<file path="config.mk">
export PLATFORM = sky130hd
export DESIGN_NAME = issue_top
export DESIGN_NICKNAME = d
export VERILOG_FILES = /design/src/hdl/issue_pkg.sv /design/src/hdl/dispatch_if.sv /design/src/hdl/dispatch_unit.sv /design/src/hdl/fu_cluster.sv /design/src/hdl/issue_selector.sv /design/src/hdl/issue_top.sv /design/src/hdl/reservation_station.sv
export SDC_FILE = /design/constraint.sdc
export NUM_CORES = 1
export LEC_CHECK = 0
export BUFFER_PORTS_ARGS = -buffer_cell sky130_fd_sc_hd__buf_2
export CAP_MARGIN = 20
export CORE_ASPECT_RATIO = 0.75
export CORE_MARGIN = 2
export CORE_UTILIZATION = 45
export DETAILED_ROUTE_END_ITERATION = 10
export SYNTH_ARGS = -nofsm -noshare
export SYNTH_HDL_FRONTEND = slang
export SYNTH_SLANG_ARGS = --single-unit
</file>
<file path="constraint.sdc">
create_clock -name clk -period 7.35 [get_ports clk]
set_clock_uncertainty 0.2 [all_clocks]
set_input_delay 1.47 -clock clk [delete_from_list [all_inputs] [get_ports clk]]
set_output_delay 1.47 -clock clk [all_outputs]
set_load 0.03 [all_outputs]
</file>
<file path="src/hdl/issue_pkg.sv">
package issue_pkg;

    // Functional unit classes. The encoding doubles as the index into per-unit arrays.
    typedef enum logic [1:0] {
        FU_ALU    = 2'd0,                          // Integer ALU.
        FU_MUL    = 2'd1,                          // Multiplier.
        FU_LOAD   = 2'd2,                          // Load unit.
        FU_BRANCH = 2'd3                           // Branch resolution unit.
    } fu_type_e;

    typedef logic [3:0] tag_t;                     // Physical tag, 16 in flight at most.

    localparam int unsigned FU_COUNT = 4;          // One unit per class.

    localparam int unsigned ALU_LAT  = 1;          // Issue to completion, in cycles.
    localparam int unsigned BR_LAT   = 1;          // Branch resolves as fast as the ALU.
    localparam int unsigned LOAD_LAT = 2;          // Fixed hit latency, no misses modeled.
    localparam int unsigned MUL_LAT  = 3;          // Slowest unit, not pipelined.

    // True when any completion port broadcasts the given tag this cycle.
    function automatic logic tag_hit(input logic [FU_COUNT-1:0] cvalid,
                                     input tag_t ctag [FU_COUNT],
                                     input tag_t tag);
        logic hit;
        hit = 1'b0;
        for (int u = 0; u < FU_COUNT; u++) begin
            if (cvalid[u] && (ctag[u] == tag)) hit = 1'b1;  // Any unit may produce it.
        end
        return hit;
    endfunction

endpackage

</file>
<file path="src/hdl/dispatch_if.sv">
interface dispatch_if;
    import issue_pkg::*;

    logic     valid;                               // Holding register is occupied.
    fu_type_e fu_type;                             // Unit class of the held instruction.
    tag_t     dest_tag;                            // Tag this instruction will broadcast.
    tag_t     src_tag;                             // Tag the source operand waits on.
    logic     src_ready;                           // Source is available, wakeup included.
    logic     has_free;                            // Station has at least one empty slot.

    // Dispatch side drives the instruction and watches for room.
    modport producer (
        output valid, fu_type, dest_tag, src_tag, src_ready,
        input  has_free
    );

    // Station side takes the instruction and reports room.
    modport buffer (
        input  valid, fu_type, dest_tag, src_tag, src_ready,
        output has_free
    );

endinterface

</file>
<file path="src/hdl/dispatch_unit.sv">
module dispatch_unit (
    input  logic                        clk,
    input  logic                        rst,
    input  logic                        in_valid,
    input  issue_pkg::fu_type_e         in_fu_type,
    input  issue_pkg::tag_t             in_dest_tag,
    input  issue_pkg::tag_t             in_src_tag,
    input  logic                        in_src_ready,
    output logic                        in_ready,
    input  logic [issue_pkg::FU_COUNT-1:0] complete_valid,
    input  issue_pkg::tag_t             complete_tag [issue_pkg::FU_COUNT],
    dispatch_if.producer                dsp
);
    import issue_pkg::*;

    logic     hold_valid;                          // An instruction waits for a station slot.
    fu_type_e hold_fu;
    tag_t     hold_dest;
    tag_t     hold_src;
    logic     hold_src_rdy;                        // Source known ready when captured or since.
    logic     hold_hit;                            // Held source completes this cycle.
    logic     in_hit;                              // Arriving source completes this cycle.
    logic     accept;
    logic     handoff;

    assign hold_hit = tag_hit(complete_valid, complete_tag, hold_src);
    assign in_hit   = tag_hit(complete_valid, complete_tag, in_src_tag);
    assign handoff  = hold_valid && dsp.has_free;  // Station writes the entry at this edge.
    assign in_ready = !hold_valid || dsp.has_free; // Room now or room after the handoff.
    assign accept   = in_valid && in_ready;

    assign dsp.valid     = hold_valid;
    assign dsp.fu_type   = hold_fu;
    assign dsp.dest_tag  = hold_dest;
    assign dsp.src_tag   = hold_src;
    assign dsp.src_ready = hold_src_rdy || hold_hit;  // Same-cycle wakeup is passed along.

    always_ff @(posedge clk) begin
        if (rst) begin
            hold_valid   <= 1'b0;
            hold_src_rdy <= 1'b0;
        end else begin
            if (accept) begin
                hold_valid   <= 1'b1;              // A handoff in the same cycle frees it first.
                hold_src_rdy <= in_src_ready || in_hit;
            end else begin
                if (handoff) hold_valid <= 1'b0;
                if (hold_hit) hold_src_rdy <= 1'b1;  // Completion while waiting for a slot.
            end
        end
    end

    always_ff @(posedge clk) begin
        if (accept) begin
            hold_fu   <= in_fu_type;
            hold_dest <= in_dest_tag;
            hold_src  <= in_src_tag;
        end
    end

endmodule

</file>
<file path="src/hdl/fu_cluster.sv">
module fu_cluster (
    input  logic                        clk,
    input  logic                        rst,
    input  logic [issue_pkg::FU_COUNT-1:0] issue_valid,
    input  issue_pkg::tag_t             issue_tag [issue_pkg::FU_COUNT],
    output logic [issue_pkg::FU_COUNT-1:0] fu_ready,
    output logic [issue_pkg::FU_COUNT-1:0] complete_valid,
    output issue_pkg::tag_t             complete_tag [issue_pkg::FU_COUNT]
);
    import issue_pkg::*;

    // Indexed by the fu_type_e encoding.
    localparam int unsigned FU_LAT [FU_COUNT] = '{ALU_LAT, MUL_LAT, LOAD_LAT, BR_LAT};
    // The sum bounds every single latency, so the counter never overflows.
    localparam int unsigned CNT_W = $clog2(ALU_LAT + MUL_LAT + LOAD_LAT + BR_LAT + 1);

    logic [CNT_W-1:0] cnt [FU_COUNT];              // Cycles left until completion, zero when idle.
    logic [CNT_W-1:0] cnt_nxt [FU_COUNT];

    always_comb begin
        for (int u = 0; u < FU_COUNT; u++) begin
            complete_valid[u] = (cnt[u] == CNT_W'(1));  // Last cycle of the operation.
            // Busy from the issue cycle up to, but not including, completion.
            fu_ready[u] = !issue_valid[u] && (cnt[u] <= CNT_W'(1));
            if (issue_valid[u]) begin
                cnt_nxt[u] = CNT_W'(FU_LAT[u]);    // Completion lands FU_LAT cycles later.
            end else if (cnt[u] != '0) begin
                cnt_nxt[u] = cnt[u] - CNT_W'(1);
            end else begin
                cnt_nxt[u] = '0;
            end
        end
    end

    always_ff @(posedge clk) begin
        if (rst) begin
            for (int u = 0; u < FU_COUNT; u++) begin
                cnt[u] <= '0;                      // All units idle and ready.
            end
        end else begin
            cnt <= cnt_nxt;
        end
    end

    // The tag in flight, broadcast while complete_valid is high.
    always_ff @(posedge clk) begin
        for (int u = 0; u < FU_COUNT; u++) begin
            if (issue_valid[u]) complete_tag[u] <= issue_tag[u];
        end
    end

endmodule

</file>
<file path="src/hdl/issue_selector.sv">
module issue_selector #(
    parameter int unsigned RS_DEPTH    = 8,
    parameter int unsigned ISSUE_WIDTH = 2
) (
    input  logic [issue_pkg::FU_COUNT-1:0] fu_ready,
    input  logic [RS_DEPTH-1:0]         rs_ready_vec,
    input  issue_pkg::fu_type_e         fu_types [RS_DEPTH],
    output logic [RS_DEPTH-1:0]         issue_rs_entry
);
    import issue_pkg::*;

    logic [FU_COUNT-1:0] type_used;                // Unit class already granted this cycle.
    int unsigned         issue_cnt;                // Grants made so far in the scan.
    logic                can_issue;                // Current entry passes every limit.

    // Lowest index wins, so older allocations in low slots are favored.
    always_comb begin
        issue_rs_entry = '0;
        type_used      = '0;
        issue_cnt      = 0;
        can_issue      = 1'b0;
        for (int i = 0; i < RS_DEPTH; i++) begin
            can_issue = rs_ready_vec[i]            // Entry is occupied and woken.
                     && (issue_cnt < ISSUE_WIDTH)  // Width budget not spent.
                     && fu_ready[fu_types[i]]      // Its unit can accept work.
                     && !type_used[fu_types[i]];   // One grant per unit class.
            if (can_issue) begin
                issue_rs_entry[i]        = 1'b1;
                type_used[fu_types[i]]   = 1'b1;
                issue_cnt                = issue_cnt + 1;
            end
        end
    end

endmodule

</file>
<file path="src/hdl/issue_top.sv">
module issue_top #(
    parameter int unsigned RS_DEPTH    = 8,
    parameter int unsigned ISSUE_WIDTH = 2
) (
    input  logic                        clk,
    input  logic                        rst,
    input  logic                        in_valid,
    input  issue_pkg::fu_type_e         in_fu_type,
    input  issue_pkg::tag_t             in_dest_tag,
    input  issue_pkg::tag_t             in_src_tag,
    input  logic                        in_src_ready,
    output logic                        in_ready,
    output logic [issue_pkg::FU_COUNT-1:0] issue_valid,
    output issue_pkg::tag_t             issue_tag [issue_pkg::FU_COUNT],
    output logic [issue_pkg::FU_COUNT-1:0] complete_valid,
    output issue_pkg::tag_t             complete_tag [issue_pkg::FU_COUNT]
);
    import issue_pkg::*;

    logic [RS_DEPTH-1:0] rs_ready_vec;             // Woken entries, station to selector.
    fu_type_e            fu_types [RS_DEPTH];      // Unit class of each entry.
    logic [RS_DEPTH-1:0] issue_rs_entry;           // Grants, selector back to station.
    logic [FU_COUNT-1:0] fu_ready;                 // Unit availability from the cluster.

    dispatch_if dsp_bus ();                        // Holding register to station path.

    dispatch_unit u_dispatch (
        .clk            (clk),
        .rst            (rst),
        .in_valid       (in_valid),
        .in_fu_type     (in_fu_type),
        .in_dest_tag    (in_dest_tag),
        .in_src_tag     (in_src_tag),
        .in_src_ready   (in_src_ready),
        .in_ready       (in_ready),
        .complete_valid (complete_valid),
        .complete_tag   (complete_tag),
        .dsp            (dsp_bus.producer)
    );

    reservation_station #(.RS_DEPTH(RS_DEPTH)) u_rs (
        .clk            (clk),
        .rst            (rst),
        .dsp            (dsp_bus.buffer),
        .complete_valid (complete_valid),
        .complete_tag   (complete_tag),
        .issue_rs_entry (issue_rs_entry),
        .rs_ready_vec   (rs_ready_vec),
        .fu_types       (fu_types),
        .issue_valid    (issue_valid),
        .issue_tag      (issue_tag)
    );

    issue_selector #(.RS_DEPTH(RS_DEPTH), .ISSUE_WIDTH(ISSUE_WIDTH)) u_sel (
        .fu_ready       (fu_ready),
        .rs_ready_vec   (rs_ready_vec),
        .fu_types       (fu_types),
        .issue_rs_entry (issue_rs_entry)
    );

    fu_cluster u_fu (
        .clk            (clk),
        .rst            (rst),
        .issue_valid    (issue_valid),
        .issue_tag      (issue_tag),
        .fu_ready       (fu_ready),
        .complete_valid (complete_valid),
        .complete_tag   (complete_tag)
    );

endmodule

</file>
<file path="src/hdl/reservation_station.sv">
module reservation_station #(
    parameter int unsigned RS_DEPTH = 8
) (
    input  logic                        clk,
    input  logic                        rst,
    dispatch_if.buffer                  dsp,
    input  logic [issue_pkg::FU_COUNT-1:0] complete_valid,
    input  issue_pkg::tag_t             complete_tag [issue_pkg::FU_COUNT],
    input  logic [RS_DEPTH-1:0]         issue_rs_entry,
    output logic [RS_DEPTH-1:0]         rs_ready_vec,
    output issue_pkg::fu_type_e         fu_types [RS_DEPTH],
    output logic [issue_pkg::FU_COUNT-1:0] issue_valid,
    output issue_pkg::tag_t             issue_tag [issue_pkg::FU_COUNT]
);
    import issue_pkg::*;

    localparam int unsigned IDX_W = $clog2(RS_DEPTH);  // Entry index width.

    logic [RS_DEPTH-1:0] ent_valid;                // Entry holds an instruction.
    logic [RS_DEPTH-1:0] ent_src_rdy;              // Entry source operand is available.
    fu_type_e            ent_fu   [RS_DEPTH];
    tag_t                ent_dest [RS_DEPTH];
    tag_t                ent_src  [RS_DEPTH];
    logic [RS_DEPTH-1:0] wake;                     // Entry source matches a completion.
    logic [IDX_W-1:0]    alloc_idx;                // Lowest empty entry.
    logic                wr_en;

    assign dsp.has_free = ~&ent_valid;             // At least one slot is empty.
    assign wr_en        = dsp.valid && dsp.has_free;
    assign rs_ready_vec = ent_valid & ent_src_rdy; // Occupied and operand in hand.
    assign fu_types     = ent_fu;

    // Walk downward so the lowest empty index is the one left standing.
    always_comb begin
        alloc_idx = '0;
        for (int i = RS_DEPTH - 1; i >= 0; i--) begin
            if (!ent_valid[i]) alloc_idx = IDX_W'(i);
        end
    end

    always_comb begin
        for (int i = 0; i < RS_DEPTH; i++) begin
            wake[i] = tag_hit(complete_valid, complete_tag, ent_src[i]);  // Per-entry compare.
        end
    end

    always_ff @(posedge clk) begin
        if (rst) begin
            ent_valid   <= '0;
            ent_src_rdy <= '0;
            issue_valid <= '0;
        end else begin
            issue_valid <= '0;                     // Issue pulses last one cycle.
            for (int i = 0; i < RS_DEPTH; i++) begin
                if (wake[i]) ent_src_rdy[i] <= 1'b1;
                if (issue_rs_entry[i]) begin
                    ent_valid[i]            <= 1'b0;  // Granted entry leaves the station.
                    issue_valid[ent_fu[i]]  <= 1'b1;  // Selector allows one grant per type.
                end
            end
            if (wr_en) begin
                ent_valid[alloc_idx]   <= 1'b1;    // Slot was empty, so no grant collides.
                ent_src_rdy[alloc_idx] <= dsp.src_ready;
            end
        end
    end

    always_ff @(posedge clk) begin
        for (int i = 0; i < RS_DEPTH; i++) begin
            if (issue_rs_entry[i]) issue_tag[ent_fu[i]] <= ent_dest[i];  // Tag rides to the unit.
        end
        if (wr_en) begin
            ent_fu[alloc_idx]   <= dsp.fu_type;
            ent_dest[alloc_idx] <= dsp.dest_tag;
            ent_src[alloc_idx]  <= dsp.src_tag;
        end
    end

endmodule

</file>
==> flow_metrics.env <==
export IMPL_crit_fanout=5
export IMPL_timing_hold_ws_ns=0.293
export IMPL_max_cap_viol_count=0
export IMPL_synthXorXnorAreaFrac_pct=14.4
export IMPL_place_hpwl_um=24100
export IMPL_cts_hold_buf=0
export IMPL_startpoint_type="flip-flop"
export IMPL_hold_viol=0
export IMPL_cp_slowest_cell="or4b_4"
export IMPL_synth_edff_count=106
export IMPL_max_stage_delay_ns=0.54
export IMPL_drtAntennaViolNets=0
export IMPL_leakage_nw=4.35
export IMPL_clk_latency_ns=0.45
export IMPL_cts_tree="yes"
export IMPL_yosysWarningCount=0
export IMPL_grt_usage_pct=28.0
export IMPL_n_antenna_cell=0
export IMPL_drt_total_wl_um=32800
export IMPL_viasPerCell=6.10
export IMPL_min_path_type="flip-flop to flip-flop"
export IMPL_outcome="completed"
export IMPL_vias=8363
export IMPL_start_util_pct=45.6
export IMPL_dp_cells=1329
export IMPL_antenna_found_initial=0
export IMPL_syn_area_per_cell_um2=10.1
export IMPL_die_area_mm2=0.0234
export IMPL_drcViolationCount=0
export IMPL_yosysSeqAreaShare_pct=42.0
export IMPL_endpoint_kind="flip-flop"
export IMPL_io_buffers=54
export IMPL_hp_start="u_fu.cnt[3]"
export IMPL_synth_cell_types=85
export IMPL_fin_crit_ns=7.08
export IMPL_dp_slack_ns=-0.169
export IMPL_synth_main_ff_cell="edfxtp_1"
export IMPL_synth_adder_area_share_pct=1.96
export IMPL_rr_worst_depth=34
export IMPL_min_path_cells=1
export IMPL_min_to="u_fu.cnt[3]"
export IMPL_drt_pass1_iterations=5
export IMPL_async_reset_ff_share_pct=0
export IMPL_rows=47
export IMPL_slew_headroom_pct=25.3
export IMPL_core_area_mm2=0.0219
export IMPL_wl_per_cell_um=23.9
export IMPL_maxSlewViolCount=0
export IMPL_die_h_um=133
export IMPL_power_density_mw_per_mm2=241
export IMPL_fin_cells=1370
export IMPL_fmax_mhz=141
export IMPL_htreeDepth=4
export IMPL_cts_root_buf="clkbuf_16"
export IMPL_place_gp_congestion=0.962
export IMPL_fillerInstances=1975
export IMPL_synth_top_family_by_area="simple AND/OR/NAND/NOR gates"
export IMPL_nets=1092
export IMPL_grt_pass1_vias=7743
export IMPL_yosys_register_bits=156
export IMPL_fin_crit_sh_pct=96.3
export IMPL_path_class="flip-flop to flip-flop"
export IMPL_worst_slack_ns=0.270
export IMPL_synth_compound_area_share_pct=13.0
export IMPL_io_pins=55
export IMPL_drive_gt1_share_pct=22.0
export IMPL_cts_clk_slew_worst_paths_ns=0.08
export IMPL_p_total_mw=2.76
export IMPL_drt_iter0_drc=1101
export IMPL_setup_viol=0
export IMPL_reg2reg_to="u_rs.issue_tag[11]"
export IMPL_timing_setup_tns_ns=0
export IMPL_synth_nets=1020
export IMPL_area_delta_synth_final_pct=15.1
export IMPL_grt_max_degree=35
export IMPL_clock_sinks=156
export IMPL_path_common_cell="nand2_1"
export IMPL_synth_cells=991
export IMPL_reg2reg_from="u_fu.cnt[1]"
export IMPL_cp_arrival_ns=7.21
export IMPL_cts_made_buffers=17
export IMPL_cts_buffer_depth=2
export IMPL_peakVddDrop_uv=171
export IMPL_grt_pass1_wl_um=48300
export IMPL_synth_area_mux_share_pct=8.77
export IMPL_synth_simple_gate_area_share_pct=16.2
export IMPL_die_x_um=176
export IMPL_required_ns=7.48
export IMPL_grt_overflow=0
export IMPL_r2r_setup_slack_ns=0.27
export IMPL_tightest_slew_ns=1.12
export IMPL_synth_cell_area_mm2=0.00997
## report_power, final
part | switching (mW) | total, mW | internal [mW]
sequential | 0.0954 | 1.11 | 1.01
clock | 0.424 | 0.910 | 0.486
combinational | 0.437 | 0.746 | 0.308
total | 0.957 | 2.76 | 1.81
## repair_timing
item / 4_1_cts / 5_1_grt
pin swaps: 1 / 11
setup endpoints to repair: 5 / 21
setup buffers: 0 / 9
resized for setup: 4 / 24
cloned: 0 / 0
## layout by cell type, fill, tap and decap left out, types with 4 or more instances in the layout
master	n
o2111ai_1	5
nand3_1	23
inv_1	27
mux2_2	36
buf_4	52
a31oi_1	24
a311oi_1	6
nand4_1	22
inv_6	5
xnor2_1	78
clkbuf_16	17
buf_2	54
inv_8	4
o21ai_0	26
o211ai_1	4
edfxtp_1	106
dfxtp_1	49
nor2_1	80
nor2b_1	5
nor4_1	18
nand2b_1	6
nor3_1	31
a211o_1	7
a21oi_1	54
mux2_4	4
and2_1	5
ha_1	11
nand2_1	71
xor2_1	84
o22ai_1	12
mux2i_1	36
## synthesized netlist by cell type, types with 5 or more instances
| library cell | instances | area, µm² |
|---|---|---|
| dfxtp_1 | 50 | 1000 |
| nand3_1 | 24 | 120 |
| a311oi_1 | 7 | 61.3 |
| inv_1 | 28 | 105 |
| ha_1 | 14 | 175 |
| xor2_1 | 85 | 744 |
| a21oi_1 | 56 | 280 |
| o21ai_0 | 26 | 130 |
| o22ai_1 | 12 | 75.1 |
| nand2_1 | 72 | 270 |
| clkbuf_1 | 34 | 128 |
| mux2_2 | 36 | 405 |
| nor2b_1 | 6 | 37.5 |
| a211o_1 | 7 | 61.3 |
| nor3_1 | 31 | 155 |
| and2_1 | 5 | 31.3 |
| edfxtp_1 | 106 | 3180 |
| xnor2_1 | 79 | 692 |
| buf_1 | 9 | 33.8 |
| a31oi_1 | 24 | 150 |
| nand4_1 | 22 | 138 |
| o2111ai_1 | 6 | 52.6 |
| mux2i_1 | 36 | 360 |
| nor4_1 | 18 | 113 |
| nand2b_1 | 6 | 37.5 |
| nor2_1 | 82 | 308 |
## how the worst max path moves through the flow
stage	from	endpoint	slack [ns]	cells past startpoint
6_report	u_fu.cnt[1]	u_rs.issue_tag[11]	0.27	34
5_1_grt	u_fu.cnt[1]	u_rs.issue_tag[11]	-0.09	34
4_1_cts	u_fu.cnt[10]	u_rs.issue_tag[3]	0.02	29
3_5_place_dp	u_fu.cnt[10]	u_rs.issue_tag[10]	-0.17	33
3_3_place_gp	u_fu.cnt[10]	u_rs.issue_tag[9]	0.11	33
2_1_floorplan	u_rs.issue_valid[2]	u_rs.issue_tag[10]	0.06	32
## metal layers
layer,track usage [%],share of wire [%]
met1,41.8,45
met2,38.1,41
met3,9.51,13
met4,7.71,1.8
met5,0,0
## layout make-up
| type | instances | area [µm²] | share of cell area, % |
|---|---|---|---|
| Tap cell | 294 | 368 | 3.21 |
| Clock inverter | 15 | 174 | 1.52 |
| Timing Repair Buffer | 106 | 661 | 5.76 |
| Multi-Input combinational cell | 753 | 5550 | 48.4 |
| Clock buffer | 17 | 425 | 3.71 |
| Sequential cell | 156 | 4190 | 36.5 |
| Inverter | 29 | 109 | 0.949 |
## through the flow
step,util (%),area (µm²)
floorplan,-,9980
global placement,48.8,10700
detailed placement,48.8,10700
CTS,51.6,11300
global route,52.4,11500
finish,52.4,11500
## registers in the layout, summed over array words and instances (netlist names)
register	flops
u_dispatch.dsp.src_tag	4
u_dispatch.dsp.dest_tag	4
u_fu.cnt	12
u_rs.ent_src	32
u_dispatch.dsp.fu_type	2
u_rs.issue_valid	4
u_dispatch.hold_src_rdy	1
u_rs.ent_dest	32
u_fu.complete_tag	16
u_rs.fu_types	16
u_dispatch.dsp.valid	1
u_rs.ent_src_rdy	8
u_rs.issue_tag	16
u_rs.ent_valid	8
## cells by family (layout without fill, tap and decap cells)
| kind of cell | after synthesis | count (layout) |
|---|---|---|
| mux | 78 | 78 |
| xor+xnor | 164 | 164 |
| compound gates | 189 | 189 |
| buf+inv | 82 | 167 |
| flops | 156 | 156 |
| simple gates | 307 | 307 |
| fa+ha+maj | 15 | 15 |
## worst max-delay path: cells and delay by family, from the launching register on
family	cells	cell delay, ns
multiplexers	2	0.55
XOR/XNOR	1	0.16
AO/OA/AOI/OAI	10	1.89
buffers and inverters	4	0.46
AND/OR/NAND/NOR	12	2.12
flip-flops	1	0.31
adder cells (fa/ha/maj)	5	1.26
Note: power is estimated with default switching activity, not from simulation.
